==> src/design/dfi_seq_pkg.sv <==
//----------------------------------------
// DFI command sequencer shared definitions
// DDR geometry, latencies, derived timing,
// command codes and payload types
//----------------------------------------

package dfi_seq_pkg;

    //----------------------------------------
    // Geometry and latency
    //----------------------------------------
    localparam int DDR_MHZ           = 50;
    localparam int DDR_WRITE_LATENCY = 6;
    localparam int DDR_READ_LATENCY  = 5;
    localparam int DDR_BURST_LEN     = 4;
    localparam int DDR_ROW_W         = 15;
    localparam int DDR_BANK_W        = 3;
    localparam int DDR_DATA_W        = 32;
    localparam int DDR_DQM_W         = 4;

    // Host side word, one full burst
    localparam int LINE_W      = DDR_DATA_W * DDR_BURST_LEN;
    localparam int LINE_MASK_W = DDR_DQM_W * DDR_BURST_LEN;

    // Beat index width within a burst
    localparam int BEAT_W = $clog2(DDR_BURST_LEN);

    // PHY side latency, one cycle goes to the output flop
    localparam int PHY_WRLAT  = DDR_WRITE_LATENCY - 1;
    localparam int PHY_RDLAT  = DDR_READ_LATENCY - 1;
    localparam int WR_SHIFT_W = PHY_WRLAT + DDR_BURST_LEN;
    localparam int RD_SHIFT_W = PHY_RDLAT + DDR_BURST_LEN;

    //----------------------------------------
    // Derived timing counts
    //----------------------------------------
    // Clock period in ns, counts round up
    localparam int CYCLE_TIME_NS = 1000 / DDR_MHZ;
    localparam int DELAY_W       = 6;

    // ACTIVE to READ/WRITE, 15 ns
    localparam logic [DELAY_W-1:0] TRCD_CYCLES =
        DELAY_W'((15 + CYCLE_TIME_NS - 1) / CYCLE_TIME_NS);
    // PRECHARGE to ACTIVE, 15 ns
    localparam logic [DELAY_W-1:0] TRP_CYCLES =
        DELAY_W'((15 + CYCLE_TIME_NS - 1) / CYCLE_TIME_NS);
    // REFRESH cycle time, 260 ns
    localparam logic [DELAY_W-1:0] TRFC_CYCLES =
        DELAY_W'((260 + CYCLE_TIME_NS - 1) / CYCLE_TIME_NS);
    // Write to read turnaround
    localparam logic [DELAY_W-1:0] TWTR_CYCLES = DELAY_W'(5 + 1);

    // Spacing after READ or WRITE when direction may change
    localparam logic [DELAY_W-1:0] RW_NONSEQ_CYCLES =
        DELAY_W'(DDR_WRITE_LATENCY + DDR_BURST_LEN) + TWTR_CYCLES;
    // Counter value where a same direction command may follow
    localparam logic [DELAY_W-1:0] RW_SEQ_CYCLES =
        RW_NONSEQ_CYCLES + DELAY_W'(1) - DELAY_W'(DDR_BURST_LEN);

    //----------------------------------------
    // Types and command codes
    //----------------------------------------
    // Bits in order: cs_n, ras_n, cas_n, we_n
    typedef logic [3:0] ddr_cmd_t;

    localparam ddr_cmd_t CMD_NOP       = 4'b0111;
    localparam ddr_cmd_t CMD_ACTIVE    = 4'b0011;
    localparam ddr_cmd_t CMD_READ      = 4'b0101;
    localparam ddr_cmd_t CMD_WRITE     = 4'b0100;
    localparam ddr_cmd_t CMD_ZQCL      = 4'b0110;
    localparam ddr_cmd_t CMD_PRECHARGE = 4'b0010;
    localparam ddr_cmd_t CMD_REFRESH   = 4'b0001;
    localparam ddr_cmd_t CMD_LOAD_MODE = 4'b0000;

    typedef logic [DDR_ROW_W-1:0]   ddr_addr_t;
    typedef logic [DDR_BANK_W-1:0]  ddr_bank_t;
    typedef logic [DDR_DATA_W-1:0]  dfi_data_t;
    typedef logic [DDR_DQM_W-1:0]   dfi_mask_t;
    typedef logic [LINE_W-1:0]      line_data_t;
    typedef logic [LINE_MASK_W-1:0] line_mask_t;

    // Write queue payload, mask above data
    typedef struct packed {
        line_mask_t mask;
        line_data_t data;
    } wr_entry_t;

endpackage

==> src/design/dfi_cmd_sched.sv <==
//----------------------------------------
// DFI command scheduler
// Checks DDR timing, drives command pins,
// makes write and read enable strobes
//----------------------------------------
`timescale 1ns/1ns

module dfi_cmd_sched
    import dfi_seq_pkg::*;
(
    input  logic      clk_i,
    input  logic      rst_i,
    input  ddr_cmd_t  command_i,
    input  ddr_addr_t address_i,
    input  ddr_bank_t bank_i,
    input  logic      cke_i,
    output logic      accept_o,
    output logic      wr_push_o,
    output logic      wr_en_o,
    output logic      dfi_rddata_en_o,
    output logic      dfi_cs_n_o,
    output logic      dfi_ras_n_o,
    output logic      dfi_cas_n_o,
    output logic      dfi_we_n_o,
    output ddr_addr_t dfi_address_o,
    output ddr_bank_t dfi_bank_o,
    output logic      dfi_cke_o
);

    logic [DELAY_W-1:0]    delay_q;
    logic [DELAY_W-1:0]    delay_d;
    ddr_cmd_t              last_cmd_q;
    logic [WR_SHIFT_W-1:0] wr_en_q;
    logic [RD_SHIFT_W-1:0] rd_en_q;
    logic                  rd_early_w;
    logic                  wr_early_w;
    ddr_cmd_t              command_q;
    ddr_addr_t             addr_q;
    ddr_bank_t             bank_q;
    logic                  cke_q;
    logic                  rd_en_q_r;

    //----------------------------------------
    // Accept
    //----------------------------------------
    // Same direction follow-up skips the rest of the turnaround
    assign rd_early_w = (last_cmd_q == CMD_READ) && (command_i == CMD_READ)
                        && (delay_q == RW_SEQ_CYCLES);
    assign wr_early_w = (last_cmd_q == CMD_WRITE) && (command_i == CMD_WRITE)
                        && (delay_q == RW_SEQ_CYCLES);

    assign accept_o  = (delay_q == '0) || rd_early_w || wr_early_w
                       || (command_i == CMD_NOP);
    assign wr_push_o = accept_o && (command_i == CMD_WRITE);

    // Last non-NOP command, for the early accept rule
    always_ff @(posedge clk_i)
    begin
        if (rst_i)
            last_cmd_q <= CMD_NOP;
        else if (accept_o && (command_i != CMD_NOP))
            last_cmd_q <= command_i;
    end

    //----------------------------------------
    // Delay counter
    //----------------------------------------
    always_comb
    begin
        delay_d = delay_q;
        if (delay_q == '0)
        begin
            // Load spacing for the command accepted now
            case (command_i)
                CMD_ACTIVE:                       delay_d = TRCD_CYCLES;
                CMD_READ, CMD_WRITE:              delay_d = RW_NONSEQ_CYCLES;
                CMD_PRECHARGE:                    delay_d = TRP_CYCLES;
                CMD_REFRESH:                      delay_d = TRFC_CYCLES;
                CMD_NOP, CMD_ZQCL, CMD_LOAD_MODE: delay_d = '0;
                default:                          delay_d = '0;
            endcase
        end
        else if (rd_early_w || wr_early_w)
            // Early accept restarts the full turnaround
            delay_d = RW_NONSEQ_CYCLES;
        else
            delay_d = delay_q - DELAY_W'(1);
    end

    always_ff @(posedge clk_i)
    begin
        if (rst_i)
            delay_q <= '0;
        else
            delay_q <= delay_d;
    end

    //----------------------------------------
    // Write and read enable shifters
    //----------------------------------------
    // Burst of ones loaded PHY_WRLAT stages from the tap
    always_ff @(posedge clk_i)
    begin
        if (rst_i)
            wr_en_q <= '0;
        else if (wr_push_o)
            wr_en_q <= {{DDR_BURST_LEN{1'b1}}, wr_en_q[PHY_WRLAT:1]};
        else
            wr_en_q <= {1'b0, wr_en_q[WR_SHIFT_W-1:1]};
    end

    assign wr_en_o = wr_en_q[0];

    always_ff @(posedge clk_i)
    begin
        if (rst_i)
            rd_en_q <= '0;
        else if (accept_o && (command_i == CMD_READ))
            rd_en_q <= {{DDR_BURST_LEN{1'b1}}, rd_en_q[PHY_RDLAT:1]};
        else
            rd_en_q <= {1'b0, rd_en_q[RD_SHIFT_W-1:1]};
    end

    // Output flop completes the read latency
    always_ff @(posedge clk_i)
    begin
        if (rst_i)
            rd_en_q_r <= 1'b0;
        else
            rd_en_q_r <= rd_en_q[0];
    end

    assign dfi_rddata_en_o = rd_en_q_r;

    //----------------------------------------
    // Drive flops
    //----------------------------------------
    // NOP and zeros whenever nothing is accepted
    always_ff @(posedge clk_i)
    begin
        if (rst_i || !accept_o)
        begin
            command_q <= CMD_NOP;
            addr_q    <= '0;
            bank_q    <= '0;
        end
        else
        begin
            command_q <= command_i;
            addr_q    <= address_i;
            bank_q    <= bank_i;
        end
    end

    always_ff @(posedge clk_i)
    begin
        if (rst_i)
            cke_q <= 1'b0;
        else
            cke_q <= cke_i;
    end

    assign dfi_cs_n_o    = command_q[3];
    assign dfi_ras_n_o   = command_q[2];
    assign dfi_cas_n_o   = command_q[1];
    assign dfi_we_n_o    = command_q[0];
    assign dfi_address_o = addr_q;
    assign dfi_bank_o    = bank_q;
    assign dfi_cke_o     = cke_q;

endmodule

==> src/design/dfi_rd_assembler.sv <==
//----------------------------------------
// Read beat assembler
// Packs four DFI beats into one host line
//----------------------------------------
`timescale 1ns/1ns

module dfi_rd_assembler
    import dfi_seq_pkg::*;
(
    input  logic       clk_i,
    input  logic       rst_i,
    input  dfi_data_t  dfi_rddata_i,
    input  logic       dfi_rddata_valid_i,
    output line_data_t rddata_o,
    output logic       rddata_valid_o
);

    logic [BEAT_W-1:0] beat_idx_q;
    line_data_t        line_q;
    logic              valid_q;

    // Beats enter at the top, first beat ends in low word
    always_ff @(posedge clk_i)
    begin
        if (dfi_rddata_valid_i)
            line_q <= {dfi_rddata_i, line_q[LINE_W-1:DDR_DATA_W]};
    end

    // Beat count wraps every burst
    always_ff @(posedge clk_i)
    begin
        if (rst_i)
            beat_idx_q <= '0;
        else if (dfi_rddata_valid_i)
            beat_idx_q <= beat_idx_q + BEAT_W'(1);
    end

    // One cycle pulse after the last beat
    always_ff @(posedge clk_i)
    begin
        if (rst_i)
            valid_q <= 1'b0;
        else
            valid_q <= dfi_rddata_valid_i && (beat_idx_q == BEAT_W'(DDR_BURST_LEN - 1));
    end

    assign rddata_o       = line_q;
    assign rddata_valid_o = valid_q;

endmodule

==> src/design/dfi_seq_top.sv <==
//----------------------------------------
// DFI command sequencer top level
// Scheduler, write queue and data paths
//----------------------------------------
`timescale 1ns/1ns

module dfi_seq_top
    import dfi_seq_pkg::*;
(
    input  logic       clk_i,
    input  logic       rst_i,
    input  ddr_cmd_t   command_i,
    input  ddr_addr_t  address_i,
    input  ddr_bank_t  bank_i,
    input  logic       cke_i,
    input  line_data_t wrdata_i,
    input  line_mask_t wrdata_mask_i,
    input  dfi_data_t  dfi_rddata_i,
    input  logic       dfi_rddata_valid_i,
    output logic       accept_o,
    output line_data_t rddata_o,
    output logic       rddata_valid_o,
    output ddr_addr_t  dfi_address_o,
    output ddr_bank_t  dfi_bank_o,
    output logic       dfi_cas_n_o,
    output logic       dfi_cke_o,
    output logic       dfi_cs_n_o,
    output logic       dfi_odt_o,
    output logic       dfi_ras_n_o,
    output logic       dfi_reset_n_o,
    output logic       dfi_we_n_o,
    output dfi_data_t  dfi_wrdata_o,
    output logic       dfi_wrdata_en_o,
    output dfi_mask_t  dfi_wrdata_mask_o,
    output logic       dfi_rddata_en_o
);

    logic      wr_push_w;
    logic      wr_en_w;
    logic      wr_pop_w;
    wr_entry_t wr_in_w;
    wr_entry_t wr_head_w;

    // Line and mask sampled with the accepted WRITE
    assign wr_in_w.mask = wrdata_mask_i;
    assign wr_in_w.data = wrdata_i;

    // No on-die termination, PHY out of reset
    assign dfi_odt_o     = 1'b0;
    assign dfi_reset_n_o = 1'b1;

    dfi_cmd_sched u_sched (
        .clk_i           (clk_i),
        .rst_i           (rst_i),
        .command_i       (command_i),
        .address_i       (address_i),
        .bank_i          (bank_i),
        .cke_i           (cke_i),
        .accept_o        (accept_o),
        .wr_push_o       (wr_push_w),
        .wr_en_o         (wr_en_w),
        .dfi_rddata_en_o (dfi_rddata_en_o),
        .dfi_cs_n_o      (dfi_cs_n_o),
        .dfi_ras_n_o     (dfi_ras_n_o),
        .dfi_cas_n_o     (dfi_cas_n_o),
        .dfi_we_n_o      (dfi_we_n_o),
        .dfi_address_o   (dfi_address_o),
        .dfi_bank_o      (dfi_bank_o),
        .dfi_cke_o       (dfi_cke_o)
    );

    dfi_wr_fifo #(
        .DEPTH (4)
    ) u_wr_fifo (
        .clk_i  (clk_i),
        .rst_i  (rst_i),
        .push_i (wr_push_w),
        .data_i (wr_in_w),
        .pop_i  (wr_pop_w),
        .data_o (wr_head_w)
    );

    dfi_wr_serializer u_wr_ser (
        .clk_i             (clk_i),
        .rst_i             (rst_i),
        .wr_en_i           (wr_en_w),
        .entry_i           (wr_head_w),
        .pop_o             (wr_pop_w),
        .dfi_wrdata_o      (dfi_wrdata_o),
        .dfi_wrdata_mask_o (dfi_wrdata_mask_o),
        .dfi_wrdata_en_o   (dfi_wrdata_en_o)
    );

    dfi_rd_assembler u_rd_asm (
        .clk_i              (clk_i),
        .rst_i              (rst_i),
        .dfi_rddata_i       (dfi_rddata_i),
        .dfi_rddata_valid_i (dfi_rddata_valid_i),
        .rddata_o           (rddata_o),
        .rddata_valid_o     (rddata_valid_o)
    );

endmodule

==> src/design/dfi_wr_fifo.sv <==
//----------------------------------------
// Write data queue
// Holds write lines and masks until burst
//----------------------------------------
`timescale 1ns/1ns

module dfi_wr_fifo
    import dfi_seq_pkg::*;
#(
    parameter int DEPTH = 4
)
(
    input  logic      clk_i,
    input  logic      rst_i,
    input  logic      push_i,
    input  wr_entry_t data_i,
    input  logic      pop_i,
    output wr_entry_t data_o
);

    localparam int ADDR_W  = $clog2(DEPTH);
    localparam int COUNT_W = ADDR_W + 1;

    wr_entry_t          mem_q [DEPTH];
    logic [ADDR_W-1:0]  rd_ptr_q;
    logic [ADDR_W-1:0]  wr_ptr_q;
    logic [COUNT_W-1:0] count_q;
    logic               do_push_w;
    logic               do_pop_w;

    // Drop push when full, pop when empty
    assign do_push_w = push_i && (count_q != COUNT_W'(DEPTH));
    assign do_pop_w  = pop_i && (count_q != '0);

    // Storage
    always_ff @(posedge clk_i)
    begin
        if (do_push_w)
            mem_q[wr_ptr_q] <= data_i;
    end

    // Pointers wrap on power of two depth
    always_ff @(posedge clk_i)
    begin
        if (rst_i)
        begin
            rd_ptr_q <= '0;
            wr_ptr_q <= '0;
            count_q  <= '0;
        end
        else
        begin
            if (do_push_w)
                wr_ptr_q <= wr_ptr_q + ADDR_W'(1);
            if (do_pop_w)
                rd_ptr_q <= rd_ptr_q + ADDR_W'(1);
            if (do_push_w && !do_pop_w)
                count_q <= count_q + COUNT_W'(1);
            else if (!do_push_w && do_pop_w)
                count_q <= count_q - COUNT_W'(1);
        end
    end

    // Head entry, always visible
    assign data_o = mem_q[rd_ptr_q];

endmodule

==> src/design/dfi_wr_serializer.sv <==
//----------------------------------------
// Write beat serializer
// Splits a queued line into four DFI beats
//----------------------------------------
`timescale 1ns/1ns

module dfi_wr_serializer
    import dfi_seq_pkg::*;
(
    input  logic      clk_i,
    input  logic      rst_i,
    input  logic      wr_en_i,
    input  wr_entry_t entry_i,
    output logic      pop_o,
    output dfi_data_t dfi_wrdata_o,
    output dfi_mask_t dfi_wrdata_mask_o,
    output logic      dfi_wrdata_en_o
);

    logic [BEAT_W-1:0] beat_idx_q;
    dfi_data_t         wrdata_q;
    dfi_mask_t         wrmask_q;
    logic              wrdata_en_q;
    dfi_data_t         beat_data_w;
    dfi_mask_t         beat_mask_w;

    //----------------------------------------
    // Beat select
    //----------------------------------------
    // Low word and low nibble go first
    assign beat_data_w = entry_i.data[beat_idx_q * DDR_DATA_W +: DDR_DATA_W];
    assign beat_mask_w = entry_i.mask[beat_idx_q * DDR_DQM_W +: DDR_DQM_W];

    // Head is done after the last beat
    assign pop_o = wr_en_i && (beat_idx_q == BEAT_W'(DDR_BURST_LEN - 1));

    always_ff @(posedge clk_i)
    begin
        if (rst_i)
            beat_idx_q <= '0;
        else if (wr_en_i)
            beat_idx_q <= beat_idx_q + BEAT_W'(1);
    end

    //----------------------------------------
    // Output flops
    //----------------------------------------
    // Idle bus shows zero data, all bytes masked
    always_ff @(posedge clk_i)
    begin
        if (rst_i || !wr_en_i)
        begin
            wrdata_q <= '0;
            wrmask_q <= '1;
        end
        else
        begin
            wrdata_q <= beat_data_w;
            wrmask_q <= beat_mask_w;
        end
    end

    always_ff @(posedge clk_i)
    begin
        if (rst_i)
            wrdata_en_q <= 1'b0;
        else
            wrdata_en_q <= wr_en_i;
    end

    assign dfi_wrdata_o      = wrdata_q;
    assign dfi_wrdata_mask_o = wrmask_q;
    assign dfi_wrdata_en_o   = wrdata_en_q;

endmodule

==> config.mk <==
export PLATFORM = sky130hd
export DESIGN_NAME = dfi_seq_top
export DESIGN_NICKNAME = d
export VERILOG_FILES = /design/src/design/dfi_seq_pkg.sv /design/src/design/dfi_cmd_sched.sv /design/src/design/dfi_rd_assembler.sv /design/src/design/dfi_seq_top.sv /design/src/design/dfi_wr_fifo.sv /design/src/design/dfi_wr_serializer.sv
export SDC_FILE = /design/constraint.sdc
export NUM_CORES = 1
export LEC_CHECK = 0
export BUFFER_PORTS_ARGS = -buffer_cell sky130_fd_sc_hd__buf_4
export CAP_MARGIN = 20
export CELL_PAD_IN_SITES_DETAIL_PLACEMENT = 0
export CELL_PAD_IN_SITES_GLOBAL_PLACEMENT = 1
export CORE_MARGIN = 8
export CORE_UTILIZATION = 30
export CTS_BUF_LIST = sky130_fd_sc_hd__clkbuf_2
export DETAILED_ROUTE_END_ITERATION = 8
export PLACE_DENSITY_LB_ADDON = 0.1
export SYNTH_ARGS = -nofsm -noshare
export SYNTH_HDL_FRONTEND = slang
export SYNTH_SLANG_ARGS = --single-unit
==> constraint.sdc <==
create_clock -name clk_i -period 6.8 [get_ports clk_i]
set_input_delay 0.34 -clock clk_i [delete_from_list [all_inputs] [get_ports clk_i]]
set_output_delay 0.34 -clock clk_i [all_outputs]
set_load 0.02 [all_outputs]
== Word-level counts from Yosys, hierarchy flattened ==
Memory sizes are Yosys's and may differ from the RTL's. A register that Yosys moved wholly into a read port is not among the register bits.
Cells that the tools add are included.
Word-level totals
  flip-flop bits (word level): 228
  RAM bits: 576
  ROM bits: 32
  bits of input ports: 202
  output and inout port bits: 193
  word-level logic and storage cells: 77
  memories: 2
Cells by class
  add/subtract/negate cells: 7
  eq/ne operators: 10
  shifts and indexed selects: 2
  multiplexer cells: 11
  reduce and logical (&&, ||, !) cells: 26
Memories
  u_wr_fifo.mem_q: depth 4, width 144, read ports 1, clocked after memory_dff 1, wr ports 1, RTL line dfi_wr_fifo.sv:24  | wr_entry_t mem_q [DEPTH];
  (no name shown): depth 8, width 4, read ports 1, clocked after memory_dff 0, wr ports 0, RTL line dfi_cmd_sched.sv:74  | case (command_i)
Operators with widths (count)
  $shiftx 128x8->32: 1
  $eq 4x3->1 const B: 5
  $mux 6: 3
  $shiftx 16x5->4: 1
  $logic_and 1x1->1: 13
  $mux 9: 1
  $add 2x1->2 const B: 4
  $mux 8: 1
  $eq 6x4->1 const B: 1
  $logic_not 6->1: 1
  $logic_or 1x1->1: 6
  $mux 3: 2
  $sub 6x1->6 const B: 1
  $eq 2x2->1 const B: 2
  $logic_not 1->1: 4
  $mux 2: 2
  $ne 4x3->1 const B: 1
  $add 3x1->3 const B: 1
  $ne 3x3->1 const B: 1
  $reduce_bool 3->1: 1
  $sub 3x1->3 const B: 1
  $mux 1: 2
  $reduce_bool 2->1: 1

== Depth between registers and ports, before layout ==
  depth after elaboration: 12
  mapped depth: 12
  gate-level depth less buffers: 11

== By module ==
From an unflattened synthesis, not the netlist that was laid out.
Unflattened totals
  cell total of the unflattened synthesis: 1272
  area total of the unflattened synthesis: 29021.6 µm²
Modules (own cells, without submodules)
  dfi_wr_fifo: instances 1, cells an instance 798, area each 21195.3 µm², seq. area each 17476.8 µm²
  dfi_rd_assembler: instances 1, cells an instance 137, area each 3952.5 µm², seq. area each 3903.7 µm²
  dfi_wr_serializer: instances 1, cells an instance 174, area each 2115.8 µm², seq. area each 780.7 µm²
  dfi_cmd_sched: instances 1, cells an instance 159, area each 1735.4 µm², seq. area each 1021.0 µm²
  dfi_seq_top: instances 1, cells an instance 4, area each 22.5 µm², seq. area each 0.0 µm²

== Least setup slack after synthesis ==
Ideal clock, no wire load.
  kind: register to register
  start point: reg u_sched.delay_q[0]
  end point: mem u_wr_fifo.mem_q[0][0] (netlist name), enable pin
  setup time: 521 ps
  data arrival time: 4856 ps
  slack: 1423 ps
  stages on the path, launching flop included: 8
  clock period less this slack: 5377 ps
  cell sequence: dfxtp_1 inv_1 ha_1 nor3b_1 and2_1 clkbuf_1 o21a_1 and2_1
Between the ends
  cells in the longest elaborated chain, start to end: 9
  elaborated cells on any way between the ends: 11
  classes of those cells: eq/ne: 1; mux: 2; reduce/logical: 8
Ends and longest elaborated chain
  start: declaration: RTL line dfi_cmd_sched.sv:30  | logic [DELAY_W-1:0] delay_q;
  start signal: assignment: RTL line dfi_cmd_sched.sv:95  | delay_q <= delay_d;
  $eq 6x4->1: RTL line dfi_cmd_sched.sv:48, dfi_cmd_sched.sv:50
  $logic_and 1x1->1: RTL line dfi_cmd_sched.sv:48  | && (delay_q == RW_SEQ_CYCLES);
  $logic_or 1x1->1: RTL line dfi_cmd_sched.sv:52  | assign accept_o = (delay_q == '0) || rd_early_w || wr_early_w
  $logic_or 1x1->1 (*): RTL line dfi_cmd_sched.sv:52
  $logic_or 1x1->1 (*): RTL line dfi_cmd_sched.sv:53  | || (command_i == CMD_NOP);
  $logic_and 1x1->1 (*): RTL line dfi_cmd_sched.sv:54  | assign wr_push_o = accept_o && (command_i == CMD_WRITE);
  $logic_and 1x1->1 (*): RTL line dfi_wr_fifo.sv:32  | assign do_push_w = push_i && (count_q != COUNT_W'(DEPTH));
  net u_wr_fifo.do_push_w: RTL line dfi_wr_fifo.sv:28  | logic do_push_w;
  $mux 1 (*): RTL line dfi_wr_fifo.sv:38  | if (do_push_w)
  $mux 1 (implied by the code) (*): RTL line dfi_wr_fifo.sv:39  | mem_q[wr_ptr_q] <= data_i;
  end: declaration: RTL line dfi_wr_fifo.sv:24
Mark *: on every way through the listed nets, which the timed path passes. The rest lies on a longest branch.

== Final worst setup path ==
  start point: reg u_sched.delay_q[0]
  end point: mem u_wr_fifo.mem_q[2][93] (netlist name), enable pin
Same word-level chain as after synthesis.

==> flow_metrics.env <==
export IMPL_die_area_um2=106000
export IMPL_combPwrFrac_pct=9.1
export IMPL_globalplace_congestion=0.728
export IMPL_grt_overflow=0
export IMPL_cts_tree="done"
export IMPL_end_kind="flip-flop"
export IMPL_power_switching_mw=2.46
export IMPL_core_um2=95000
export IMPL_cts_buffer_depth=3
export IMPL_rsz0062_at_grt="no"
export IMPL_timing_final_hold_violations=0
export IMPL_fp_dieW_um=326
export IMPL_drive_gt1_share_pct=35.0
export IMPL_mostFrequentLayoutCells="704 x edfxtp_1, 473 x dlygate4sd3_1, 398 x buf_4"
export IMPL_worstSetupPathType="reg2reg"
export IMPL_pwr_share_seq_pct=56.6
export IMPL_crit_fanout=103
export IMPL_io_buffers=392
export IMPL_vias=16708
export IMPL_syn_avg_cell_area_um2=21.5
export IMPL_yosys_top_cells_area="edfxtp_1 73%, mux4_2 10%, dfxtp_1 7.1%"
export IMPL_wl_per_cell_um=20.2
export IMPL_grt_busiest_layer="met2"
export IMPL_status="finished clean"
export IMPL_slew_headroom_pct=29.9
export IMPL_grt_max_degree=145
export IMPL_synth_top_area_share_pct=73.5
export IMPL_min_period_over_period_pct=53.2
export IMPL_fin_util_pct=42.2
export IMPL_slew_violations=0
export IMPL_synth_async_sr_flop_share_pct=0
export IMPL_hold_depth=3
export IMPL_grt_util_met1_pct=16.0
export IMPL_synth_nets=1548
export IMPL_ys_flop_type="edfxtp_1"
export IMPL_setup_tns_ps=0
export IMPL_cts_sinks=806
export IMPL_yosysSeqAreaShare_pct=80.6
export IMPL_drv_cap=0
export IMPL_dr_pass1_iters=5
export IMPL_setup_viol=0
export IMPL_io_pins=395
export IMPL_final_cell_count_no_fill=3821
export IMPL_grt_pass1_vias=18626
export IMPL_synth_edf_count=704
export IMPL_hold_class="in2reg"
export IMPL_syn_area_um2=28800
export IMPL_wirelength_mm=77.2
export IMPL_post_dp_hpwl_mm=44.2
export IMPL_irDropWorstVdd_mv=0.134
export IMPL_die_h_um=326
export IMPL_via_per_inst=4.37
export IMPL_antenna_found_initial=12
export IMPL_yosysUniqueCellTypes=50
export IMPL_cts_htree_levels=4
export IMPL_power_density_nw_per_um2=245
export IMPL_ant_nets=0
export IMPL_post_cts_buffers=0
export IMPL_cp_data_required_time_ps=7750
export IMPL_timing_final_crit_period_ps=3620
export IMPL_place_inst=2943
export IMPL_grt_usage_pct=14.3
export IMPL_arrival_ps=4570
export IMPL_sw_frac_of_total_pct=25.0
export IMPL_p_leak_nw=14.2
export IMPL_reg2reg_depth=7
export IMPL_start_util_pct=30.3
export IMPL_cts_made_buffers=216
export IMPL_ctsRootBufferMaster="clkbuf_2"
export IMPL_clock_latency_ps=1390
export IMPL_synth_cells=1336
export IMPL_grt_util_met3_pct=4.85
export IMPL_cp_start_kind="flip-flop"
export IMPL_fin_worst_skew_ps=83.4
export IMPL_p_clk_share_pct=34.3
export IMPL_nNetsFinal=2585
export IMPL_drtIter0Drc=825
export IMPL_yosys_area_top_type="edfxtp_1"
export IMPL_grt_first_pass_wirelength_mm=115
export IMPL_syn_to_final_growth_pct=39.2
export IMPL_p_int_mw=7.38
export IMPL_power_total_mw=9.83
export IMPL_worst_slew_pin_slew_ps=1050
export IMPL_max_freq_mhz=276
export IMPL_rows=113
export IMPL_yosys_warnings=0
export IMPL_path_clk_slew_ps=100
export IMPL_drc=0
export IMPL_synth_seq_cells=806
export IMPL_met2_usage_pct=25.5
export IMPL_layout_commonest_cell="edfxtp_1"
## final timing paths
check / from / end / slack, ps
worst max-delay path: u_sched.delay_q[0]$_SDFF_PP0_ / u_wr_fifo.mem_q[2][93]$_DFFE_PP_ / 3180
worst min-delay path: wrdata_i[24] / u_wr_fifo.mem_q[1][24]$_DFFE_PP_ / 310
worst max register to register: u_sched.delay_q[0]$_SDFF_PP0_ / u_wr_fifo.mem_q[2][93]$_DFFE_PP_ / 3180
worst min register to register: u_rd_asm.rddata_o[77]$_DFFE_PP_ / u_rd_asm.rddata_o[45]$_DFFE_PP_ / 400
## area by class of cell
class / count / area, µm²
fillers: 8799 / 54900
well taps: 1265 / 1580
clock inverters: 71 / 373
flip-flops and latches: 806 / 23200
clock buffers: 322 / 1610
multi-input cells: 451 / 5280
repair buffers: 881 / 7940
diodes: 8 / 20.0
inverters: 17 / 63.8
## synth_stat cells (3+ instances only)
library cell / n
a211oi_1: 17
a21oi_1: 7
a221o_1: 7
a22oi_1: 21
and2_1: 25
buf_1: 10
buf_2: 15
clkbuf_1: 34
dfxtp_1: 102
edfxtp_1: 704
ha_1: 9
inv_1: 17
mux2i_1: 61
mux4_2: 129
nand2_1: 22
nand2b_1: 3
nand3_1: 10
nor2_1: 24
nor2b_1: 27
nor3_1: 6
nor4b_1: 7
o211ai_1: 8
o21ai_0: 7
o22ai_1: 17
o31ai_1: 8
xnor2_1: 7
xor2_1: 4
## cell families after synthesis
logic type / synth area share (%)
adder cells (fa/ha/maj): 0.461
other: 0.0261
AND/OR/NAND/NOR: 2.60
multiplexers: 12.3
AO/OA/AOI/OAI: 2.61
flip-flops: 80.6
XOR/XNOR: 0.335
buffers and inverters: 1.15
## critical path, stage by stage (launching register included)
cell and delay, ps:
dfxtp_1 330, inv_1 90, ha_1 190, nor3b_1 420, and2_1 400, o21a_1 360
and2_4 680, buf_12 650
## what timing repair did
action	CTS	global route
hold endpoints to repair	889	0
gates resized for setup	0	0
hold buffers	475	0
setup endpoints to repair	0	0
## through the flow
stage               hold WS (ps)  cell area, µm²  setup WS, ps
finish                       306           40100          3180
global route                70.4           40000          2910
CTS                         1.88           40000          2980
detailed placement           422           33200          3180
global placement             414           33200          3220
floorplan                    411           28800          1420
## per-layer routing
layer	share of wire [%]	vias to the layer above
met1	39	8426
met2	52	433
met5	0.053	-
met3	6.4	144
li1	-	7699
met4	2.2	6
## flip-flops by register name, indices dropped and copies added, names as in the netlist, named ones only
name,cells
u_wr_ser.dfi_wrdata_o,32
u_sched.command_q,4
u_sched.dfi_cke_o,1
u_wr_ser.dfi_wrdata_mask_o,4
u_sched.dfi_rddata_en_o,1
u_sched.dfi_address_o,15
u_wr_fifo.wr_ptr_q,2
u_rd_asm.rddata_valid_o,1
u_rd_asm.beat_idx_q,2
u_sched.delay_q,6
u_wr_fifo.mem_q,576
u_wr_ser.beat_idx_q,2
u_wr_fifo.rd_ptr_q,2
u_sched.dfi_bank_o,3
u_sched.wr_en_q,9
u_rd_asm.rddata_o,128
u_wr_fifo.count_q,3
u_sched.last_cmd_q,4
u_wr_ser.dfi_wrdata_en_o,1
u_sched.rd_en_q,8
## power groups by stage
stage	combinational [mW]	clock, mW	sequential [mW]
3_5_place_dp	0.643	0	5.68
4_1_cts	0.904	3.58	5.57
5_1_grt	0.965	3.81	5.59
6_report	0.892	3.37	5.57
2_1_floorplan	0.206	0	5.78
3_3_place_gp	0.642	0	5.68
Note: power is estimated with default switching activity, not from simulation.
